**src/logic/soc_pkg.sv**
```systemverilog
package soc_pkg;

    // Bus widths
    localparam int DATA_W = 32;
    localparam int OFS_W  = 8;
    localparam int REG_W  = 2;
    localparam int ADDR_W = REG_W + OFS_W;

    // Copy engine register file
    localparam int RIDX_W = 2;
    localparam int LEN_W  = OFS_W + 1;

    typedef logic [DATA_W-1:0] word_t;
    typedef logic [ADDR_W-1:0] haddr_t;
    typedef logic [RIDX_W-1:0] ridx_t;

    // Region code, top bits of a host address
    typedef enum logic [REG_W-1:0] {
        REG_DMA   = 2'd0,
        REG_RAM_A = 2'd1,
        REG_RAM_B = 2'd2,
        REG_NONE  = 2'd3
    } region_e;

    localparam ridx_t DMA_SRC  = 2'd0;
    localparam ridx_t DMA_DST  = 2'd1;
    localparam ridx_t DMA_LEN  = 2'd2;
    // Write bit 0 starts, read gives {done, busy}
    localparam ridx_t DMA_CTRL = 2'd3;

endpackage

```
**src/logic/ram_arbiter.sv**
```systemverilog
`timescale 1ns/1ps

module ram_arbiter
    import soc_pkg::*;
#(
    parameter int RAM_DEPTH = 256
) (
    input  logic                         clk,
    input  logic                         rst_i,
    input  logic                         host_ram_en_i,
    input  logic                         host_ram_we_i,
    input  logic                         host_ram_sel_b_i,
    input  logic [OFS_W-1:0]             host_ram_idx_i,
    input  word_t                        host_ram_wdata_i,
    input  logic                         dma_ram_en_i,
    input  logic                         dma_ram_we_i,
    input  logic                         dma_ram_sel_b_i,
    input  logic [$clog2(RAM_DEPTH)-1:0] dma_ram_idx_i,
    input  word_t                        dma_ram_wdata_i,
    input  word_t                        a_rdata_i,
    input  word_t                        b_rdata_i,
    output word_t                        host_ram_rdata_o,
    output word_t                        dma_ram_rdata_o,
    output logic                         a_en_o,
    output logic                         a_we_o,
    output logic [$clog2(RAM_DEPTH)-1:0] a_idx_o,
    output word_t                        a_wdata_o,
    output logic                         b_en_o,
    output logic                         b_we_o,
    output logic [$clog2(RAM_DEPTH)-1:0] b_idx_o,
    output word_t                        b_wdata_o
);

    localparam int AW = $clog2(RAM_DEPTH);

    logic dma_a;
    logic dma_b;
    logic host_b_q;
    logic dma_b_q;

    // Copy engine wins any RAM it targets
    assign dma_a = dma_ram_en_i && !dma_ram_sel_b_i;
    assign dma_b = dma_ram_en_i && dma_ram_sel_b_i;

    assign a_en_o    = dma_a || (host_ram_en_i && !host_ram_sel_b_i);
    assign a_we_o    = dma_a ? dma_ram_we_i : host_ram_we_i;
    assign a_idx_o   = dma_a ? dma_ram_idx_i : host_ram_idx_i[AW-1:0];
    assign a_wdata_o = dma_a ? dma_ram_wdata_i : host_ram_wdata_i;

    assign b_en_o    = dma_b || (host_ram_en_i && host_ram_sel_b_i);
    assign b_we_o    = dma_b ? dma_ram_we_i : host_ram_we_i;
    assign b_idx_o   = dma_b ? dma_ram_idx_i : host_ram_idx_i[AW-1:0];
    assign b_wdata_o = dma_b ? dma_ram_wdata_i : host_ram_wdata_i;

    // Which RAM each side read last cycle
    always_ff @(posedge clk) begin
        if (rst_i) begin
            host_b_q <= 1'b0;
            dma_b_q  <= 1'b0;
        end else begin
            host_b_q <= host_ram_sel_b_i;
            dma_b_q  <= dma_ram_sel_b_i;
        end
    end

    assign host_ram_rdata_o = host_b_q ? b_rdata_i : a_rdata_i;
    assign dma_ram_rdata_o  = dma_b_q ? b_rdata_i : a_rdata_i;

    assert property (@(posedge clk) disable iff (rst_i)
        !(host_ram_en_i && dma_ram_en_i && (host_ram_sel_b_i == dma_ram_sel_b_i)))
        else $error("host and copy engine hit the same RAM");

    assert property (@(posedge clk) disable iff (rst_i)
        host_ram_en_i |-> (host_ram_idx_i < RAM_DEPTH))
        else $error("host offset 0x%0h beyond RAM depth", host_ram_idx_i);

endmodule

```
**config.mk**
```make
export PLATFORM = sky130hd
export DESIGN_NAME = ram_arbiter
export DESIGN_NICKNAME = d
export VERILOG_FILES = /design/src/logic/soc_pkg.sv /design/src/logic/ram_arbiter.sv
export SDC_FILE = /design/constraint.sdc
export NUM_CORES = 1
export LEC_CHECK = 0
export BUFFER_PORTS_ARGS = -buffer_cell sky130_fd_sc_hd__buf_4
export CORE_AREA = 2 2 115 117
export CTS_BUF_LIST = sky130_fd_sc_hd__clkbuf_4
export CTS_CLUSTER_SIZE = 12
export DETAILED_ROUTE_END_ITERATION = 8
export DIE_AREA = 0 0 117 119
export SLEW_MARGIN = 20
export SYNTH_ARGS = -nofsm -noshare
export SYNTH_HDL_FRONTEND = slang
export SYNTH_SLANG_ARGS = --single-unit
```
**constraint.sdc**
```tcl
create_clock -name clk -period 2.4 [get_ports clk]
set_input_delay 0.24 -clock clk [delete_from_list [all_inputs] [get_ports clk]]
set_output_delay 0.24 -clock clk [all_outputs]
set_load 0.02 [all_outputs]
```
==> qor.csv <==
metric,value,unit
ctsHoldBuffers,0,
power.density,276,mW/mm²
antenna_cells,0,
synthCells,173,
coreArea,0.0129,mm²
synth-seq-cells,2,
drc,0,
drt-initial-drc-count,17,
hold_violations,0,
htreeDepth,1,
period_share,71.4,%
hpwlAfterDp,7820,µm
drtPass1Iterations,4,
die_width,117,µm
via_per_inst,4.08,
start_kind,primary input,
rsz0062_at_grt,no,
min_path_cells,2,
post_cts_buffers,0,
seq_area_frac_synth,1.93,%
setup_tns,0,ns
start_util,16.1,%
max_slew.worst_pin.slew,0.542,ns
grt_pass1_wl,12200,µm
critPathMaxFanout,24,
wirelength,8920,µm
grt_max_degree,43,
path_clk_slew,0.03,ns
whs,0.221,ns
post-route-util,34.2,%
gp_congestion,0.741,
cp_data_arrival_time,1.47,ns
ir_drop,0.141,mV
hold_path.class,in2reg,
grt_pass1_vias,2597,
maxCapViolCount,0,
vias,2600,
setup_violations,0,
cts_resized,0,
cts_buffers,3,
synth_fp_nets,325,
die-area,0.0139,mm²
hold_start,rst_i,
num_io_pins,300,
synth.cell_area,0.00207,mm²
port_buffers,299,
slew_headroom,63.8,%
drive_gt1_share,97.4,%
cts_sinks,2,
outcome,"finished, final reports clean",
mostFrequentLayoutCell,buf_4,
final-max-slew-violation-count,0,
area_growth_syn_to_layout,113,%
ant_nets,0,
synth.distinct_cells,16,
max-clock-path-buffers,2,
crit_required,2.16,ns
min_period,1.71,ns
final_cell_mix,"302 x buf_4, 103 x mux2_2, 39 x mux2_4",
endpoint_kind,output port,
gr-total-overflow,0,
tritoncts,yes,
fp.dieH,119,µm
hold_end,dma_b_q,
ys_warn_count,0,
grt_usage,11.0,%
avgSynthCellArea,12.0,µm²
path_class,in2out,
leakage,2.29,nW
clockRootBuffer,clkbuf_4,
wl_per_cell,14.0,µm
antenna_found_initial,0,
core.rowCount,42,
clock.fmax,0.583,GHz
nNetsFinal,616,
-- cell type report --
class	instances	area [µm²]
Multi-Input combinational cell	153	1840
Sequential cell	2	40.0
Tap cell	176	220
Inverter	1	3.75
Clock buffer	3	22.5
Fill cell	1302	8470
Timing Repair Buffer	303	2290
-- report_power, final --
part | leakage, nW | switching [mW] | total [mW] | internal (mW)
registers | 0.0167 | 0.000368 | 0.0357 | 0.0353
logic | 2.25 | 0.506 | 1.11 | 0.602
clock network | 0.0138 | 0.0172 | 0.0722 | 0.0550
total | 2.29 | 0.524 | 1.22 | 0.693
-- how the worst max path moves through the flow --
stage	slack [ns]	from	endpoint
6_report	0.69	dma_ram_sel_b_i	a_idx_o[7]
5_1_grt	0.60	host_b_q	host_ram_rdata_o[31]
4_1_cts	0.65	host_b_q	host_ram_rdata_o[31]
3_5_place_dp	0.66	dma_ram_sel_b_i	a_idx_o[7]
3_3_place_gp	0.68	dma_ram_sel_b_i	a_wdata_o[31]
2_1_floorplan	1.09	dma_b_q	dma_ram_rdata_o[0]
-- worst max-delay path: stages --
cell	delay, ns
buf_4	0.10
nand2b_4	0.35
buf_12	0.27
mux2_2	0.35
buf_4	0.15
-- metal layers --
| layer | GRT usage [%] | vias up | part of all wire, % |
|---|---|---|---|
| met5 | 0 | - | 0 |
| met4 | 2.21 | 0 | 1.1 |
| met3 | 3.51 | 8 | 12 |
| met2 | 21.9 | 173 | 53 |
| met1 | 10.7 | 1187 | 34 |
| li1 | - | 1232 | - |
-- kinds of logic (layout without fill, tap and decap cells) --
family	Yosys count	after routing	share of synthesized area (%)
AO/OA/AOI/OAI	1	1	0.241
buffers and inverters	18	307	9.53
flip-flops	2	2	1.93
multiplexers	146	146	86.4
AND/OR/NAND/NOR	6	6	1.93
-- synthesized netlist by cell type --
cell | count | area (µm²)
mux2_4 | 39 | 586
nand2_2 | 1 | 6.26
clkbuf_1 | 2 | 7.51
nor2b_1 | 2 | 12.5
buf_12 | 3 | 60.1
buf_4 | 6 | 45.0
buf_8 | 1 | 15.0
nand2b_4 | 1 | 13.8
nand2_1 | 2 | 7.51
mux2_1 | 4 | 45.0
o21ai_0 | 1 | 5.00
clkbuf_8 | 4 | 55.1
inv_1 | 1 | 3.75
mux2_2 | 103 | 1160
dfxtp_1 | 2 | 40.0
buf_6 | 1 | 11.3
-- per-stage QoR --
stage          setup WS [ns]  cells  cell area, µm²  total power [mW]
2_1_floorplan           1.09    173            2070             0.629
3_3_place_gp           0.680    635            4390              1.15
3_5_place_dp           0.664    635            4390              1.15
4_1_cts                0.647    638            4410              1.24
5_1_grt                0.597    638            4410              1.29
6_report               0.686    638            4410              1.22
-- sequential cells by signal, summed over array words and instances (netlist names) --
register	flops
dma_b_q	1
host_b_q	1
Note: power is estimated with default switching activity, not from simulation.
