--- src/logic/soc_pkg.sv ---
package soc_pkg;

    // Bus widths
    localparam int DATA_W = 32;
    localparam int OFS_W  = 8;
    localparam int REG_W  = 2;
    localparam int ADDR_W = REG_W + OFS_W;

    // Copy engine register file
    localparam int RIDX_W = 2;
    localparam int LEN_W  = OFS_W + 1;

    typedef logic [DATA_W-1:0] word_t;
    typedef logic [ADDR_W-1:0] haddr_t;
    typedef logic [RIDX_W-1:0] ridx_t;

    // Region code, top bits of a host address
    typedef enum logic [REG_W-1:0] {
        REG_DMA   = 2'd0,
        REG_RAM_A = 2'd1,
        REG_RAM_B = 2'd2,
        REG_NONE  = 2'd3
    } region_e;

    localparam ridx_t DMA_SRC  = 2'd0;
    localparam ridx_t DMA_DST  = 2'd1;
    localparam ridx_t DMA_LEN  = 2'd2;
    // Write bit 0 starts, read gives {done, busy}
    localparam ridx_t DMA_CTRL = 2'd3;

endpackage

--- src/logic/copy_dma.sv ---
`timescale 1ns/1ps

module copy_dma
    import soc_pkg::*;
#(
    parameter int RAM_DEPTH = 256
) (
    input  logic                         clk,
    input  logic                         rst_i,
    input  logic                         reg_we_i,
    input  logic                         reg_re_i,
    input  ridx_t                        reg_idx_i,
    input  word_t                        reg_wdata_i,
    input  word_t                        dma_ram_rdata_i,
    output word_t                        reg_rdata_o,
    output logic                         dma_busy_o,
    output logic                         irq_o,
    output logic                         dma_ram_en_o,
    output logic                         dma_ram_we_o,
    output logic                         dma_ram_sel_b_o,
    output logic [$clog2(RAM_DEPTH)-1:0] dma_ram_idx_o,
    output word_t                        dma_ram_wdata_o
);

    localparam int AW = $clog2(RAM_DEPTH);

    typedef enum logic [2:0] {
        S_IDLE,
        S_START,
        S_RD,
        S_CAP,
        S_WR
    } state_e;

    state_e           state_q;
    haddr_t           src_q;
    haddr_t           dst_q;
    logic [LEN_W-1:0] len_q;
    logic             done_q;

    // Working copies, loaded on start
    haddr_t           w_src;
    haddr_t           w_dst;
    logic [LEN_W-1:0] w_cnt;
    word_t            data_q;

    logic             ctrl_wr;
    logic             start;

    function automatic logic is_ram(input haddr_t a);
        region_e r;
        r = region_e'(a[ADDR_W-1 -: REG_W]);
        return (r == REG_RAM_A) || (r == REG_RAM_B);
    endfunction

    assign ctrl_wr = reg_we_i && (reg_idx_i == DMA_CTRL);
    assign start   = ctrl_wr && reg_wdata_i[0] && (state_q == S_IDLE);

    always_ff @(posedge clk) begin
        if (rst_i) begin
            src_q <= '0;
            dst_q <= '0;
            len_q <= '0;
        end else if (reg_we_i) begin
            case (reg_idx_i)
                DMA_SRC: src_q <= reg_wdata_i[ADDR_W-1:0];
                DMA_DST: dst_q <= reg_wdata_i[ADDR_W-1:0];
                DMA_LEN: len_q <= reg_wdata_i[LEN_W-1:0];
                default: ;
            endcase
        end
    end

    always_ff @(posedge clk) begin
        if (reg_re_i) begin
            case (reg_idx_i)
                DMA_SRC: reg_rdata_o <= word_t'(src_q);
                DMA_DST: reg_rdata_o <= word_t'(dst_q);
                DMA_LEN: reg_rdata_o <= word_t'(len_q);
                default: reg_rdata_o <= word_t'({done_q, dma_busy_o});
            endcase
        end
    end

    always_ff @(posedge clk) begin
        if (rst_i) begin
            state_q <= S_IDLE;
            done_q  <= 1'b0;
        end else begin
            if (ctrl_wr) begin
                done_q <= 1'b0;
            end
            case (state_q)
                S_IDLE: begin
                    if (start) begin
                        state_q <= S_START;
                    end
                end
                // Empty copies and non-RAM regions finish here
                S_START: begin
                    if (w_cnt == '0 || !is_ram(w_src) || !is_ram(w_dst)) begin
                        state_q <= S_IDLE;
                        done_q  <= 1'b1;
                    end else begin
                        state_q <= S_RD;
                    end
                end
                S_RD:  state_q <= S_CAP;
                S_CAP: state_q <= S_WR;
                S_WR: begin
                    if (w_cnt == LEN_W'(1)) begin
                        state_q <= S_IDLE;
                        done_q  <= 1'b1;
                    end else begin
                        state_q <= S_RD;
                    end
                end
                default: state_q <= S_IDLE;
            endcase
        end
    end

    always_ff @(posedge clk) begin
        if (start) begin
            w_src <= src_q;
            w_dst <= dst_q;
            w_cnt <= len_q;
        end
        if (state_q == S_CAP) begin
            data_q <= dma_ram_rdata_i;
        end
        // Offsets wrap inside the RAM
        if (state_q == S_WR) begin
            w_src[AW-1:0] <= w_src[AW-1:0] + 1'b1;
            w_dst[AW-1:0] <= w_dst[AW-1:0] + 1'b1;
            w_cnt         <= w_cnt - 1'b1;
        end
    end

    assign dma_busy_o      = (state_q != S_IDLE);
    assign irq_o           = done_q;
    assign dma_ram_en_o    = (state_q == S_RD) || (state_q == S_WR);
    assign dma_ram_we_o    = (state_q == S_WR);
    assign dma_ram_sel_b_o = dma_ram_we_o ? (w_dst[ADDR_W-1 -: REG_W] == REG_RAM_B)
                                          : (w_src[ADDR_W-1 -: REG_W] == REG_RAM_B);
    assign dma_ram_idx_o   = dma_ram_we_o ? w_dst[AW-1:0] : w_src[AW-1:0];
    assign dma_ram_wdata_o = data_q;

    // One quiet cycle after idle lets the last host RAM access drain
    assert property (@(posedge clk) disable iff (rst_i)
        (state_q == S_IDLE) |=> !dma_ram_en_o)
        else $error("copy engine enabled a RAM straight out of idle");

endmodule

--- config.mk ---
export PLATFORM = sky130hd
export DESIGN_NAME = copy_dma
export DESIGN_NICKNAME = d
export VERILOG_FILES = /design/src/logic/soc_pkg.sv /design/src/logic/copy_dma.sv
export SDC_FILE = /design/constraint.sdc
export NUM_CORES = 1
export LEC_CHECK = 0
export ABC_AREA = 1
export CORE_ASPECT_RATIO = 1.5
export CORE_MARGIN = 2
export CORE_UTILIZATION = 45
export DETAILED_ROUTE_END_ITERATION = 6
export DONT_BUFFER_PORTS = 1
export HOLD_SLACK_MARGIN = 0.12
export PLACE_DENSITY = 0.61
export REMOVE_ABC_BUFFERS = 1
export SKIP_CTS_REPAIR_TIMING = 1
export SLEW_MARGIN = 20
export SYNTH_ARGS = -nofsm -noshare
export SYNTH_HDL_FRONTEND = slang
export SYNTH_SLANG_ARGS = --single-unit
--- constraint.sdc ---
create_clock -name clk -period 4.3 [get_ports clk]
set_input_delay 0.86 -clock clk [delete_from_list [all_inputs] [get_ports clk]]
set_output_delay 0.86 -clock clk [all_outputs]
set_load 0.01 [all_outputs]
==> impl_metrics.yaml <==
die:
  std_cell_rows: 44
  initial_core_util_pct: 46.4
  die_height_um: 127
  dieWidth_um: 85.8
  dieArea_um2: 10900
  fp.coreArea_um2: 9740
  boundaryPins: 147
cts:
  clock_tree_from_tritoncts: "done"
  htree_num_levels: 3
  cts_buffers: 9
  clock_tree.root_cell: "clkbuf_16"
  ctsLongestPathBuffers: 2
  cts.reportedPaths.clkPinSlew_ns: 0.07
  cts_sinks: 104
  clock_latency_ns: 0.34
routing:
  via_per_inst: 5.28
  dr.first_iter.drc_count: 187
  remaining_drc_errors: 16
  ant_nets: 0
  dr.pass1.iters: 7
  route.final.wire_length_um: 9100
  post_drt_wl_per_cell_um: 16.0
  routed-via-count: 2994
sta:
  timing.fmax_mhz: 335
  number_of_hold_violations_in_the_final_report: 0
  tns_ns: 0
  drv_slew: 0
  fin_crit_ns: 2.99
  worst_pin_slew_ns: 0.770
  worst_clock_skew_ns: 0.0111
  unrepaired_setup_endpoints_after_global_routing: "no"
  report.final.setup_viol: 0
  max-slew-margin-rel_pct: 48.6
  post-route-period-util_pct: 69.4
grt:
  grt_pass1_vias: 2895
  antenna_violations_before_repair: 0
  maximum_number_of_pins_on_one_net_before_global_route_repair: 40
  track_usage_pct: 17.1
  grt.overflow.total: 0
  grt_first_pass_wirelength_um: 14300
layout:
  multiInputGateArea_um2: 1410
  antenna-diode-count: 0
  area_growth_syn_to_layout_pct: 7.53
  layout.area.seq_um2: 2790
  final_common_cell: "nand2_1"
  final_core_utilization_pct: 49.9
  final_cell_mix: "nand2_1, edfxtp_1, o21ai_0"
  nets: 524
  post_route_cells_drive_above_1_share_pct: 6.19
  fillers: 882
logic_synthesis:
  netlist-cell-type-count: 33
  asyncSetResetFlopFracSynth_pct: 0
  ys_dominant_reg_cell: "edfxtp_1"
  synth-edff-count: 71
  synth_seq_cells: 104
  post_synth.cell_area_avg_um2: 10.1
  synth.yosys.seq_area_share_pct: 61.8
  synth_cells: 446
  synth_warnings: 0
  synth.cell_area_um2: 4520
hold_path:
  hp-class: "register to register"
setup_path:
  worstSetupEndpoint: "dma_ram_idx_o[3]"
  rr_worst_depth: 7
  cp_max_fo: 39
  r2r_slack_ns: 2.23
  path_type_of_the_worst_setup_path: "register to output port"
  setup.worst_path.start_class: "register"
  timing.critical_path.from: "state_q[1]"
  cp.arrival_ns: 2.13
  timing.critical_path.required_ns: 3.44
  reg2reg_to: "w_cnt[7]"
  critical_path.reg2reg.startpoint: "state_q[1]"
  timing.critical_path.to_type: "output port"
power:
  leakagePower_nw: 1.85
  power.ir.vdd_worst_uv: 214
  pwr_density_cell_nw_per_um2: 413
run_status:
  run_status: "complete, but fails checks"
  violations: "DRC"
placement:
  numPortBuffers: 0
  hpwl_um: 6600
  finalWeightedCongestion: 0.834
job:
  timing.max_cap.violations: 0
## worst max-delay path: stages (launching register included)
cell	delay, ns
dfxtp_1	0.37
nor2_1	0.07
nand2_1	0.06
buf_4	0.35
inv_1	0.45
o21ai_0	0.47
## area by class of cell
type	instances	share of cell area [%]
Sequential cell	104	57.4
Multi-Input combinational cell	281	29.0
Clock buffer	15	6.15
Inverter	47	3.68
Tap cell	115	2.96
Timing Repair Buffer	4	0.618
Clock inverter	1	0.180
## synthesized netlist by cell type (2+ instances only)
master | instances | area (um^2)
a21oi_1 | 23 | 115
a31oi_1 | 3 | 18.8
buf_2 | 6 | 30.0
buf_4 | 22 | 165
clkbuf_1 | 6 | 22.5
dfxtp_1 | 33 | 661
edfxtp_1 | 71 | 2130
ha_1 | 7 | 87.6
inv_1 | 45 | 169
nand2_1 | 79 | 297
nand2_2 | 2 | 12.5
nand3_1 | 19 | 95.1
nor2_1 | 42 | 158
nor2_4 | 2 | 22.5
nor3_1 | 2 | 10.0
o21ai_0 | 52 | 260
o21bai_1 | 2 | 15.0
o221ai_1 | 8 | 70.1
xnor2_1 | 3 | 26.3
xor2_1 | 6 | 52.6
## stage by stage
| stage | total power [W] | cell area [um^2] | setup slack (ns) | cells | hold slack (ns) |
|---|---|---|---|---|---|
| floorplan | 0.00120 | 4370 | 1.21 | 432 | 0.408 |
| global placement | 0.00122 | 4550 | 1.67 | 551 | 0.416 |
| detailed placement | 0.00122 | 4550 | 1.62 | 551 | 0.416 |
| CTS | 0.00203 | 4860 | 1.24 | 567 | 0.432 |
| global route | 0.00208 | 4860 | 1.13 | 567 | 0.463 |
| finish | 0.00201 | 4860 | 1.31 | 567 | 0.433 |
## routing by layer
layer / GRT usage, % / vias to the layer above / wire length [um] / share of wire (%)
met5: 0 / - / 0 / 0
met4: 9.71 / 0 / 276 / 3.0
met3: 4.55 / 18 / 627 / 6.9
met2: 30.1 / 116 / 4750 / 52
met1: 18.3 / 1390 / 3450 / 38
li1: - / 1470 / - / -
## cells by family after synthesis
logic type / count (synthesis) / share of synthesized area, %
AND/OR/NAND/NOR: 150 / 14.0
adder cells (fa/ha/maj): 7 / 1.94
buffers and inverters: 82 / 9.02
XOR/XNOR: 9 / 1.74
other: 1 / 0.0829
flip-flops: 104 / 61.8
AO/OA/AOI/OAI: 93 / 11.5
## power by group
part	leakage, nW	switching [W]	total, W	internal (W)
combinational	0.764	0.0000630	0.0000878	0.0000248
clock	0.151	0.000329	0.000806	0.000477
sequential	0.932	0.0000177	0.00111	0.00110
total	1.85	0.000409	0.00201	0.00160
## worst min-delay path by stage
stage                         from  endpoint  cells past startpoint  slack (ns)
after CTS                 dst_q[9]  w_dst[9]                      0        0.43
final                     dst_q[9]  w_dst[9]                      0        0.43
after global routing      dst_q[9]  w_dst[9]                      0        0.46
after global placement    dst_q[9]  w_dst[9]                      0        0.42
after floorplan           dst_q[8]  w_dst[8]                      0        0.41
after detailed placement  dst_q[9]  w_dst[9]                      0        0.42
## state kept, by name (all words and copies together) (netlist names)
signal,cells
w_dst,10
dma_ram_wdata_o,32
w_cnt,9
len_q,9
irq_o,1
w_src,10
state_q,3
dst_q,10
src_q,10
reg_rdata_o,10
Note: power is estimated with default switching activity, not from simulation.
