[src/logic/soc_pkg.sv]
package soc_pkg;

    // Bus widths
    localparam int DATA_W = 32;
    localparam int OFS_W  = 8;
    localparam int REG_W  = 2;
    localparam int ADDR_W = REG_W + OFS_W;

    // Copy engine register file
    localparam int RIDX_W = 2;
    localparam int LEN_W  = OFS_W + 1;

    typedef logic [DATA_W-1:0] word_t;
    typedef logic [ADDR_W-1:0] haddr_t;
    typedef logic [RIDX_W-1:0] ridx_t;

    // Region code, top bits of a host address
    typedef enum logic [REG_W-1:0] {
        REG_DMA   = 2'd0,
        REG_RAM_A = 2'd1,
        REG_RAM_B = 2'd2,
        REG_NONE  = 2'd3
    } region_e;

    localparam ridx_t DMA_SRC  = 2'd0;
    localparam ridx_t DMA_DST  = 2'd1;
    localparam ridx_t DMA_LEN  = 2'd2;
    // Write bit 0 starts, read gives {done, busy}
    localparam ridx_t DMA_CTRL = 2'd3;

endpackage

[src/logic/host_decoder.sv]
`timescale 1ns/1ps

module host_decoder
    import soc_pkg::*;
(
    input  logic             clk,
    input  logic             rst_i,
    input  logic             req_valid_i,
    input  logic             req_write_i,
    input  haddr_t           req_addr_i,
    input  word_t            req_wdata_i,
    input  logic             dma_busy_i,
    input  word_t            reg_rdata_i,
    input  word_t            host_ram_rdata_i,
    output logic             req_ready_o,
    output logic             rsp_valid_o,
    output word_t            rsp_rdata_o,
    output logic             rsp_err_o,
    output logic             reg_we_o,
    output logic             reg_re_o,
    output ridx_t            reg_idx_o,
    output word_t            reg_wdata_o,
    output logic             host_ram_en_o,
    output logic             host_ram_we_o,
    output logic             host_ram_sel_b_o,
    output logic [OFS_W-1:0] host_ram_idx_o,
    output word_t            host_ram_wdata_o
);

    region_e          req_region;
    logic             req_is_ram;
    logic             accept;

    logic             s1_valid;
    logic             s1_write;
    region_e          s1_region;
    logic [OFS_W-1:0] s1_ofs;
    word_t            s1_wdata;

    logic             s2_valid;
    logic             s2_write;
    region_e          s2_region;

    assign req_region = region_e'(req_addr_i[ADDR_W-1 -: REG_W]);
    assign req_is_ram = (req_region == REG_RAM_A) || (req_region == REG_RAM_B);

    // RAM traffic waits while the copy engine owns the RAMs
    assign req_ready_o = !(dma_busy_i && req_is_ram);
    assign accept      = req_valid_i && req_ready_o;

    always_ff @(posedge clk) begin
        if (rst_i) begin
            s1_valid <= 1'b0;
            s2_valid <= 1'b0;
        end else begin
            s1_valid <= accept;
            s2_valid <= s1_valid;
        end
    end

    always_ff @(posedge clk) begin
        s1_write  <= req_write_i;
        s1_region <= req_region;
        s1_ofs    <= req_addr_i[OFS_W-1:0];
        s1_wdata  <= req_wdata_i;
        s2_write  <= s1_write;
        s2_region <= s1_region;
    end

    // Offset only goes to the target, region bits are stripped
    assign reg_we_o    = s1_valid && s1_write && (s1_region == REG_DMA);
    assign reg_re_o    = s1_valid && !s1_write && (s1_region == REG_DMA);
    assign reg_idx_o   = s1_ofs[RIDX_W-1:0];
    assign reg_wdata_o = s1_wdata;

    assign host_ram_en_o    = s1_valid && ((s1_region == REG_RAM_A) || (s1_region == REG_RAM_B));
    assign host_ram_we_o    = s1_write;
    assign host_ram_sel_b_o = (s1_region == REG_RAM_B);
    assign host_ram_idx_o   = s1_ofs;
    assign host_ram_wdata_o = s1_wdata;

    assign rsp_valid_o = s2_valid;
    assign rsp_err_o   = s2_valid && (s2_region == REG_NONE);

    always_comb begin
        rsp_rdata_o = '0;
        if (s2_valid && !s2_write) begin
            case (s2_region)
                REG_DMA:              rsp_rdata_o = reg_rdata_i;
                REG_RAM_A, REG_RAM_B: rsp_rdata_o = host_ram_rdata_i;
                default:              rsp_rdata_o = '0;
            endcase
        end
    end

    assert property (@(posedge clk) disable iff (rst_i)
        rsp_valid_o |-> $past(req_valid_i && req_ready_o, 2))
        else $error("rsp_valid_o without a request accepted two cycles earlier");

endmodule

[config.mk]
export PLATFORM = sky130hd
export DESIGN_NAME = host_decoder
export DESIGN_NICKNAME = d
export VERILOG_FILES = /design/src/logic/soc_pkg.sv /design/src/logic/host_decoder.sv
export SDC_FILE = /design/constraint.sdc
export NUM_CORES = 1
export LEC_CHECK = 0
export ABC_AREA = 1
export BUFFER_PORTS_ARGS = -buffer_cell sky130_fd_sc_hd__buf_2
export CORE_ASPECT_RATIO = 0.8
export CORE_MARGIN = 10
export CORE_UTILIZATION = 35
export DETAILED_ROUTE_END_ITERATION = 8
export PLACE_DENSITY = 0.89
export REMOVE_ABC_BUFFERS = 1
export SLEW_MARGIN = 20
export SYNTH_ARGS = -nofsm -noshare
export SYNTH_HDL_FRONTEND = slang
export SYNTH_SLANG_ARGS = --single-unit
[constraint.sdc]
create_clock -name clk -period 1.75 [get_ports clk]
set_input_delay 0.35 -clock clk [delete_from_list [all_inputs] [get_ports clk]]
set_output_delay 0.35 -clock clk [all_outputs]
set_load 0.01 [all_outputs]
==> results.md, run 1 <==
- Status: complete, but fails checks
- Failing checks: setup timing
- Crit end category: output port
- Synth Instances: 280
- Total track usage: 0.159
- DIE AREA: 9520 sq um
- Final core utilization: 0.554
- CTS tree: done
- #FFs+latches synth: 48
- Total core area: 5880 sq um
- DRC viols: 0
- Clk buf depth: 2
- Post-Syn Area: 2100 sq um
- Initial antenna violation count: 1
- Kind of critical path: flip-flop to output port
- Share of Yosys cell area claimed by the top area cell type: 0.457
- Final period util: 1.09
- Final hold vios: 0
- Drt pass-1 iters: 4
- Slew HR: 0.873
- Worst slew pin tran: 190 ps
- Layout cells sized above 1: 0.553
- Clock period minus worst slack: 1910 ps
- Placed cells: 545
- CTS Hold Buffers Added: 0
- Sequential area share after synthesis: 0.457
- Final HPWL DP: 7120 microns
- Top cells by area, synth: dfxtp_1 46%, nand2_1 18%, buf_4 12%, inv_1 7.5%, nor2_1 5.2%
- Die height: 89.3 microns
- HP Class: primary input to flip-flop
- Latest clock arrival within the worst-skew pair: 290 ps
- Clock sinks: 48
- MaxCap Viol Count: 0
- Sum of negative setup slack: -4050 ps
- Initial Util: 0.357
- Area of the multi-input gates: 679 sq um
- Reg clk slew, reported paths: 90 ps
- Most frequent cells in the layout: 224 x buf_2, 96 x nand2_1, 46 x dfxtp_1
- CP startpoint kind: flip-flop
- Setup slack after layout: -160 ps
- Filler cells: 541
- Synth area leader: dfxtp_1
- Mapped Avg Cell Area: 7.50 sq um
- Wirelength per Cell: 15.3 microns
- Vias in the first global route: 2,392
- Post-CTS setup buffer count: 0
- Post-synthesis cell type count: 9
- CP required: 1400 ps
- P_leak: 2.04 nW
- Commonest non-fill, non-tap cell in the layout: buf_2
- Drt total wl: 8480 microns
- Maximum vdd drop: 0.000554 V
- P per Cell Area: 774 nW/um^2
- Htree depth: 2
- IO buf count: 224
- F_max: 0.523 GHz
- Die W: 107 microns
- Finished Layout Cells: 556
- Worst Path Max Fanout: 8
- Clk_skew: 5.51 ps
- Reg area: 963 sq um
- Gpl congestion: 0.841
- Final nets: 589
- Vias: 2,262
- Largest net degree at the start of global routing: 33
- Rows: 25
- RSZ-0062 raised after global routing: yes
- GRT overflow: 0
- Area grow syn2layout: 55.2%
- First-pass GRT wire length: 11,800 microns
- Setup-failing EPs final: 32
- Drt initial violations: 79
- DR vias/cell: 4.07
- Synthesis Warnings: 0
- Crit path DAT: 1560 ps
- Final Max Slew Viols: 0
- CTS Root Cell: clkbuf_8
- Routed Antenna Nets: 0
- Post-placement worst setup slack: 87.2 ps
- I/O pin count: 225
- CTS Buf Count: 5
==> final timing paths <==
| check | from | to | slack [ps] | cells past startpoint |
|---|---|---|---|---|
| hold / removal | req_wdata_i[8] | host_ram_wdata_o[8] | 150 | 1 |
| hold reg to reg | s1_region[0] | s2_region[0] | 370 | 0 |
| setup reg to reg | s1_valid | rsp_valid_o | 1190 | 2 |
| setup / recovery | s2_region[0] | rsp_rdata_o[20] | -160 | 8 |
==> logic make-up (layout without fill, tap and decap cells) <==
| group | after synthesis | count (layout) | synth area share |
|---|---|---|---|
| AND/OR/NAND/NOR | 142 | 142 | 0.268 |
| flip-flops | 48 | 48 | 0.457 |
| other | 0 | 1 | 0 |
| adder cells (fa/ha/maj) | 5 | 5 | 0.0298 |
| buffers and inverters | 85 | 279 | 0.245 |
==> synth_stat cells (all sizes together) <==
| master | number |
|---|---|
| nand2 | 103 |
| dfxtp | 48 |
| buf | 43 |
| inv | 42 |
| nor2 | 38 |
| ha | 5 |
| nand3b | 1 |
==> sequential cells by signal (all words and copies together), names as in the netlist <==
name	cells
host_ram_wdata_o	32
host_ram_idx_o	8
s1_region	2
s2_region	2
host_ram_we_o	1
rsp_valid_o	1
s1_valid	1
s2_write	1
==> report_power, final <==
part / internal [mW] / leakage, nW / switching, mW
Clock: 0.467 / 0.0614 / 0.357
Sequential: 1.15 / 0.405 / 0.0299
Combinational: 0.251 / 1.57 / 0.267
Total: 1.87 / 2.04 / 0.653
==> worst max-delay path, cell delays in order, from the launching register on <==
cell       delay [ps]
dfxtp_2           360
inv_2              50
ha_4              320
clkbuf_16         180
nand2_1            50
nand2_1            60
inv_1              40
nor2_1             70
buf_2             140
==> routing by layer <==
metal | GRT usage | wire length (microns) | up-vias | share of wire
met5 | 0 | 0 | - | 0
li1 | - | - | 1149 | -
met4 | 0.0601 | 87 | 0 | 0.010
met1 | 0.143 | 2880 | 986 | 0.34
met3 | 0.0814 | 988 | 7 | 0.12
met2 | 0.301 | 4530 | 120 | 0.53
==> cell type report <==
class | instances | area share
Sequential cell | 48 | 0.296
Clock buffer | 6 | 0.0253
Inverter | 42 | 0.0484
Tap cell | 81 | 0.0311
Multi-Input combinational cell | 147 | 0.208
Antenna cell | 1 | 0.000768
Clock inverter | 2 | 0.0119
Timing Repair Buffer | 229 | 0.379
==> metrics by stage <==
stage / instance area (sq um) / hold WS, ps / power, mW
6_report: 3260 / 150 / 2.52
5_1_grt: 3260 / 134 / 2.65
4_1_cts: 3200 / 138 / 2.52
3_5_place_dp: 3030 / 373 / 1.67
3_3_place_gp: 3030 / 365 / 1.66
2_1_floorplan: 1740 / 331 / 1.39
==> what timing repair did <==
action,in CTS,in global routing
endpoints found under the setup margin,32,32
gates resized for setup,9,11
cloned,1,1
pin swaps,1,6
Note: power is estimated with default switching activity, not from simulation.
==> run 2: changes to the inputs <==
--- a/config.mk
+++ b/config.mk
@@ -7,10 +7,11 @@
 export LEC_CHECK = 0
 export ABC_AREA = 1
 export BUFFER_PORTS_ARGS = -buffer_cell sky130_fd_sc_hd__buf_2
-export CORE_ASPECT_RATIO = 0.8
 export CORE_MARGIN = 10
 export CORE_UTILIZATION = 35
+export CTS_CLUSTER_SIZE = 8
 export DETAILED_ROUTE_END_ITERATION = 8
+export MAX_ROUTING_LAYER = met4
 export PLACE_DENSITY = 0.89
 export REMOVE_ABC_BUFFERS = 1
 export SLEW_MARGIN = 20
==> run 2 against run 1 <==
Effect of this change:
- the run still ends with setup timing left
- die area shrank 0.20%
- count of clock-buffer cells in the layout shrank 1
- largest cell class unchanged
- clock power grew 14%
- sequential share of layout area shrank 0.85 points
==> results.md, run 2 (synthesis results as in run 1) <==
- HP Class: primary input to flip-flop
- Setup slack after layout: -172 ps (-11.4 ps)
- Largest stage delay on the critical path: 350 ps (about the same)
- CTS Root Cell: clkbuf_8
- Drt total wl: 8770 microns (+3.4%)
- Layout cells sized above 1: 0.587 (+0.0343)
- P per Cell Area: 795 nW/um^2 (+2.8%)
- Rows: 28 (+12%)
- Most frequent cells in the layout: 224 x buf_2, 88 x nand2_1, 46 x dfxtp_1
- Crit path max-delay cell type: dfxtp_2
- Largest net degree at the start of global routing: 33 (unchanged)
- Status: complete, but fails checks
- Vias in the first global route: 2,549 (+6.6%)
- Drt initial violations: 33 (-58%)
- Gpl congestion: 0.903 (+7.4%)
- Reg clk slew, reported paths: 90 ps (about the same)
- Die W: 97.5 microns (-8.6%)
- IO buf count: 224 (unchanged)
- Hold depth: 1 (unchanged)
- Vias: 2,355 (+4.1%)
- DR vias/cell: 4.26 (+4.7%)
- GRT overflow: 0 (unchanged)
- Die height: 97.5 microns (+9.2%)
- Final period util: 1.10 (+0.00651)
- Drt pass-1 iters: 4 (unchanged)
- Final HPWL DP: 7110 microns (-0.14%)
- Failing checks: setup timing
- MaxCap Viol Count: 0 (unchanged)
- Htree depth: 2 (unchanged)
- Commonest non-fill, non-tap cell in the layout: buf_2
- Crit path launch: s2_region[1]
- Maximum vdd drop: 0.000695 V (+25%)
- Initial Util: 0.357 (about the same)
- P_leak: 2.08 nW (+1.9%)
- Crit path depth: 8 (unchanged)
- Slew HR: 0.898 (+0.0249)
- CP delay by family, top: buffers and inverters
- Clk_skew: 0.955 ps (-4.56 ps)
- Final nets: 592 (+0.51%)
- Worst-path cell chain: inv_2, ha_4, buf_12, nand2_1, nand2_1, inv_1, nor2_1, buf_2
- F_max: 0.520 GHz (-0.59%)
- Largest register FFs: 32 (unchanged)
- CP startpoint kind: flip-flop
- Final core utilization: 0.570 (+0.0159)
- Worst Path Max Fanout: 8 (unchanged)
- Wirelength per Cell: 15.9 microns (+4.0%)
- CTS Hold Buffers Added: 0 (unchanged)
- Total track usage: 0.174 (+0.0155)
- I/O pin count: 225 (unchanged)
- Hold Crit Start: req_wdata_i[9]
- Reg2Reg Depth: 2 (unchanged)
- CTS tree: done
- Setup-failing EPs final: 32 (unchanged)
- Worst slew pin tran: 153 ps (-36.8 ps)
- Post-placement worst setup slack: 75.1 ps (-12.1 ps)
- Routed Antenna Nets: 0 (unchanged)
- Final Max Slew Viols: 0 (unchanged)
- RR Startpoint: s1_valid
- Kind of critical path: flip-flop to output port
- DRC viols: 0 (unchanged)
- Final hold vios: 0 (unchanged)
- Clock period minus worst slack: 1920 ps (+11.4 ps)
- Initial antenna violation count: 1 (unchanged)
- Clock sinks: 48 (unchanged)
- CTS Buf Count: 5 (unchanged)
- First-pass GRT wire length: 13,300 microns (+13%)
- DIE AREA: 9500 sq um (-0.20%)
- Latest clock arrival within the worst-skew pair: 280 ps (about the same)
- Crit end category: output port
- Worst path most repeated cell: nand2_1
- RSZ-0062 raised after global routing: yes
- Crit path DAT: 1570 ps (about the same)
- Clk buf depth: 2 (unchanged)
- CP required: 1400 ps (about the same)
- Critical path buffer and inverter count: 4 (unchanged)
- Area grow syn2layout: 59.7%
- Total core area: 5890 sq um (about the same)
==> run 2: changes by cell type in the layout (fill, tap and decap cells not counted), sizes merged <==
cell	previous run	this run
buf	228	232
bufinv	1	2
clkbuf	7	5
clkinv	1	0
inv	42	43
==> run 2: timing repair <==
item | 4_1_cts | 5_1_grt
buffers inserted | 2 | 0
setup endpoints to repair | 32 | 32
resized for setup | 10 | 29
gates cloned | 3 | 0
pin swaps | 1 | 11
endpoints found under the hold margin | 0 | 0
==> run 2: power by group <==
group	leakage (nW)	switching, mW	internal (mW)
clock	0.0688	0.367	0.575
sequential	0.405	0.0302	1.15
combinational	1.61	0.281	0.265
==> run 2: through the flow <==
stage	power (mW)	hold slack, ps	setup TNS, ps	area, sq um	cells
after detailed placement	1.67	348	0	3020	539
final	2.67	149	-4000	3360	553
after CTS	2.67	139	-4580	3280	552
after global routing	2.80	132	-6810	3360	553
after global placement	1.66	352	0	3020	539
after floorplan	1.39	331	-916	1740	237
==> run 2: area by class of cell <==
cell class | count | area [sq um]
Tap cell | 75 | 93.8
Sequential cell | 48 | 963
Inverter | 42 | 158
Clock inverter | 3 | 68.8
Timing Repair Buffer | 232 | 1280
Multi-Input combinational cell | 147 | 722
Clock buffer | 5 | 68.8
Antenna cell | 1 | 2.50
Fill cell | 530 | 2530
==> run 2: worst reg2reg max path: cells and delay by family, from the launching register on <==
kind          cells  cell delay, ps
buf+inv           1              60
flops             1             360
simple gates      1              70
==> run 2: final timing paths <==
path                                       endpoint  slack, ps
worst max-delay path                rsp_rdata_o[22]       -170
worst min register to register         s2_region[0]        350
worst max register to register          rsp_valid_o       1200
worst min-delay path            host_ram_wdata_o[9]        150
==> run 2: metal layers <==
metal,track usage,vias to the layer above,share of wire
met5,-,-,0
met4,0.0548,0,0.015
met3,0.0633,9,0.10
met2,0.301,158,0.50
met1,0.181,1035,0.38
li1,-,1153,-
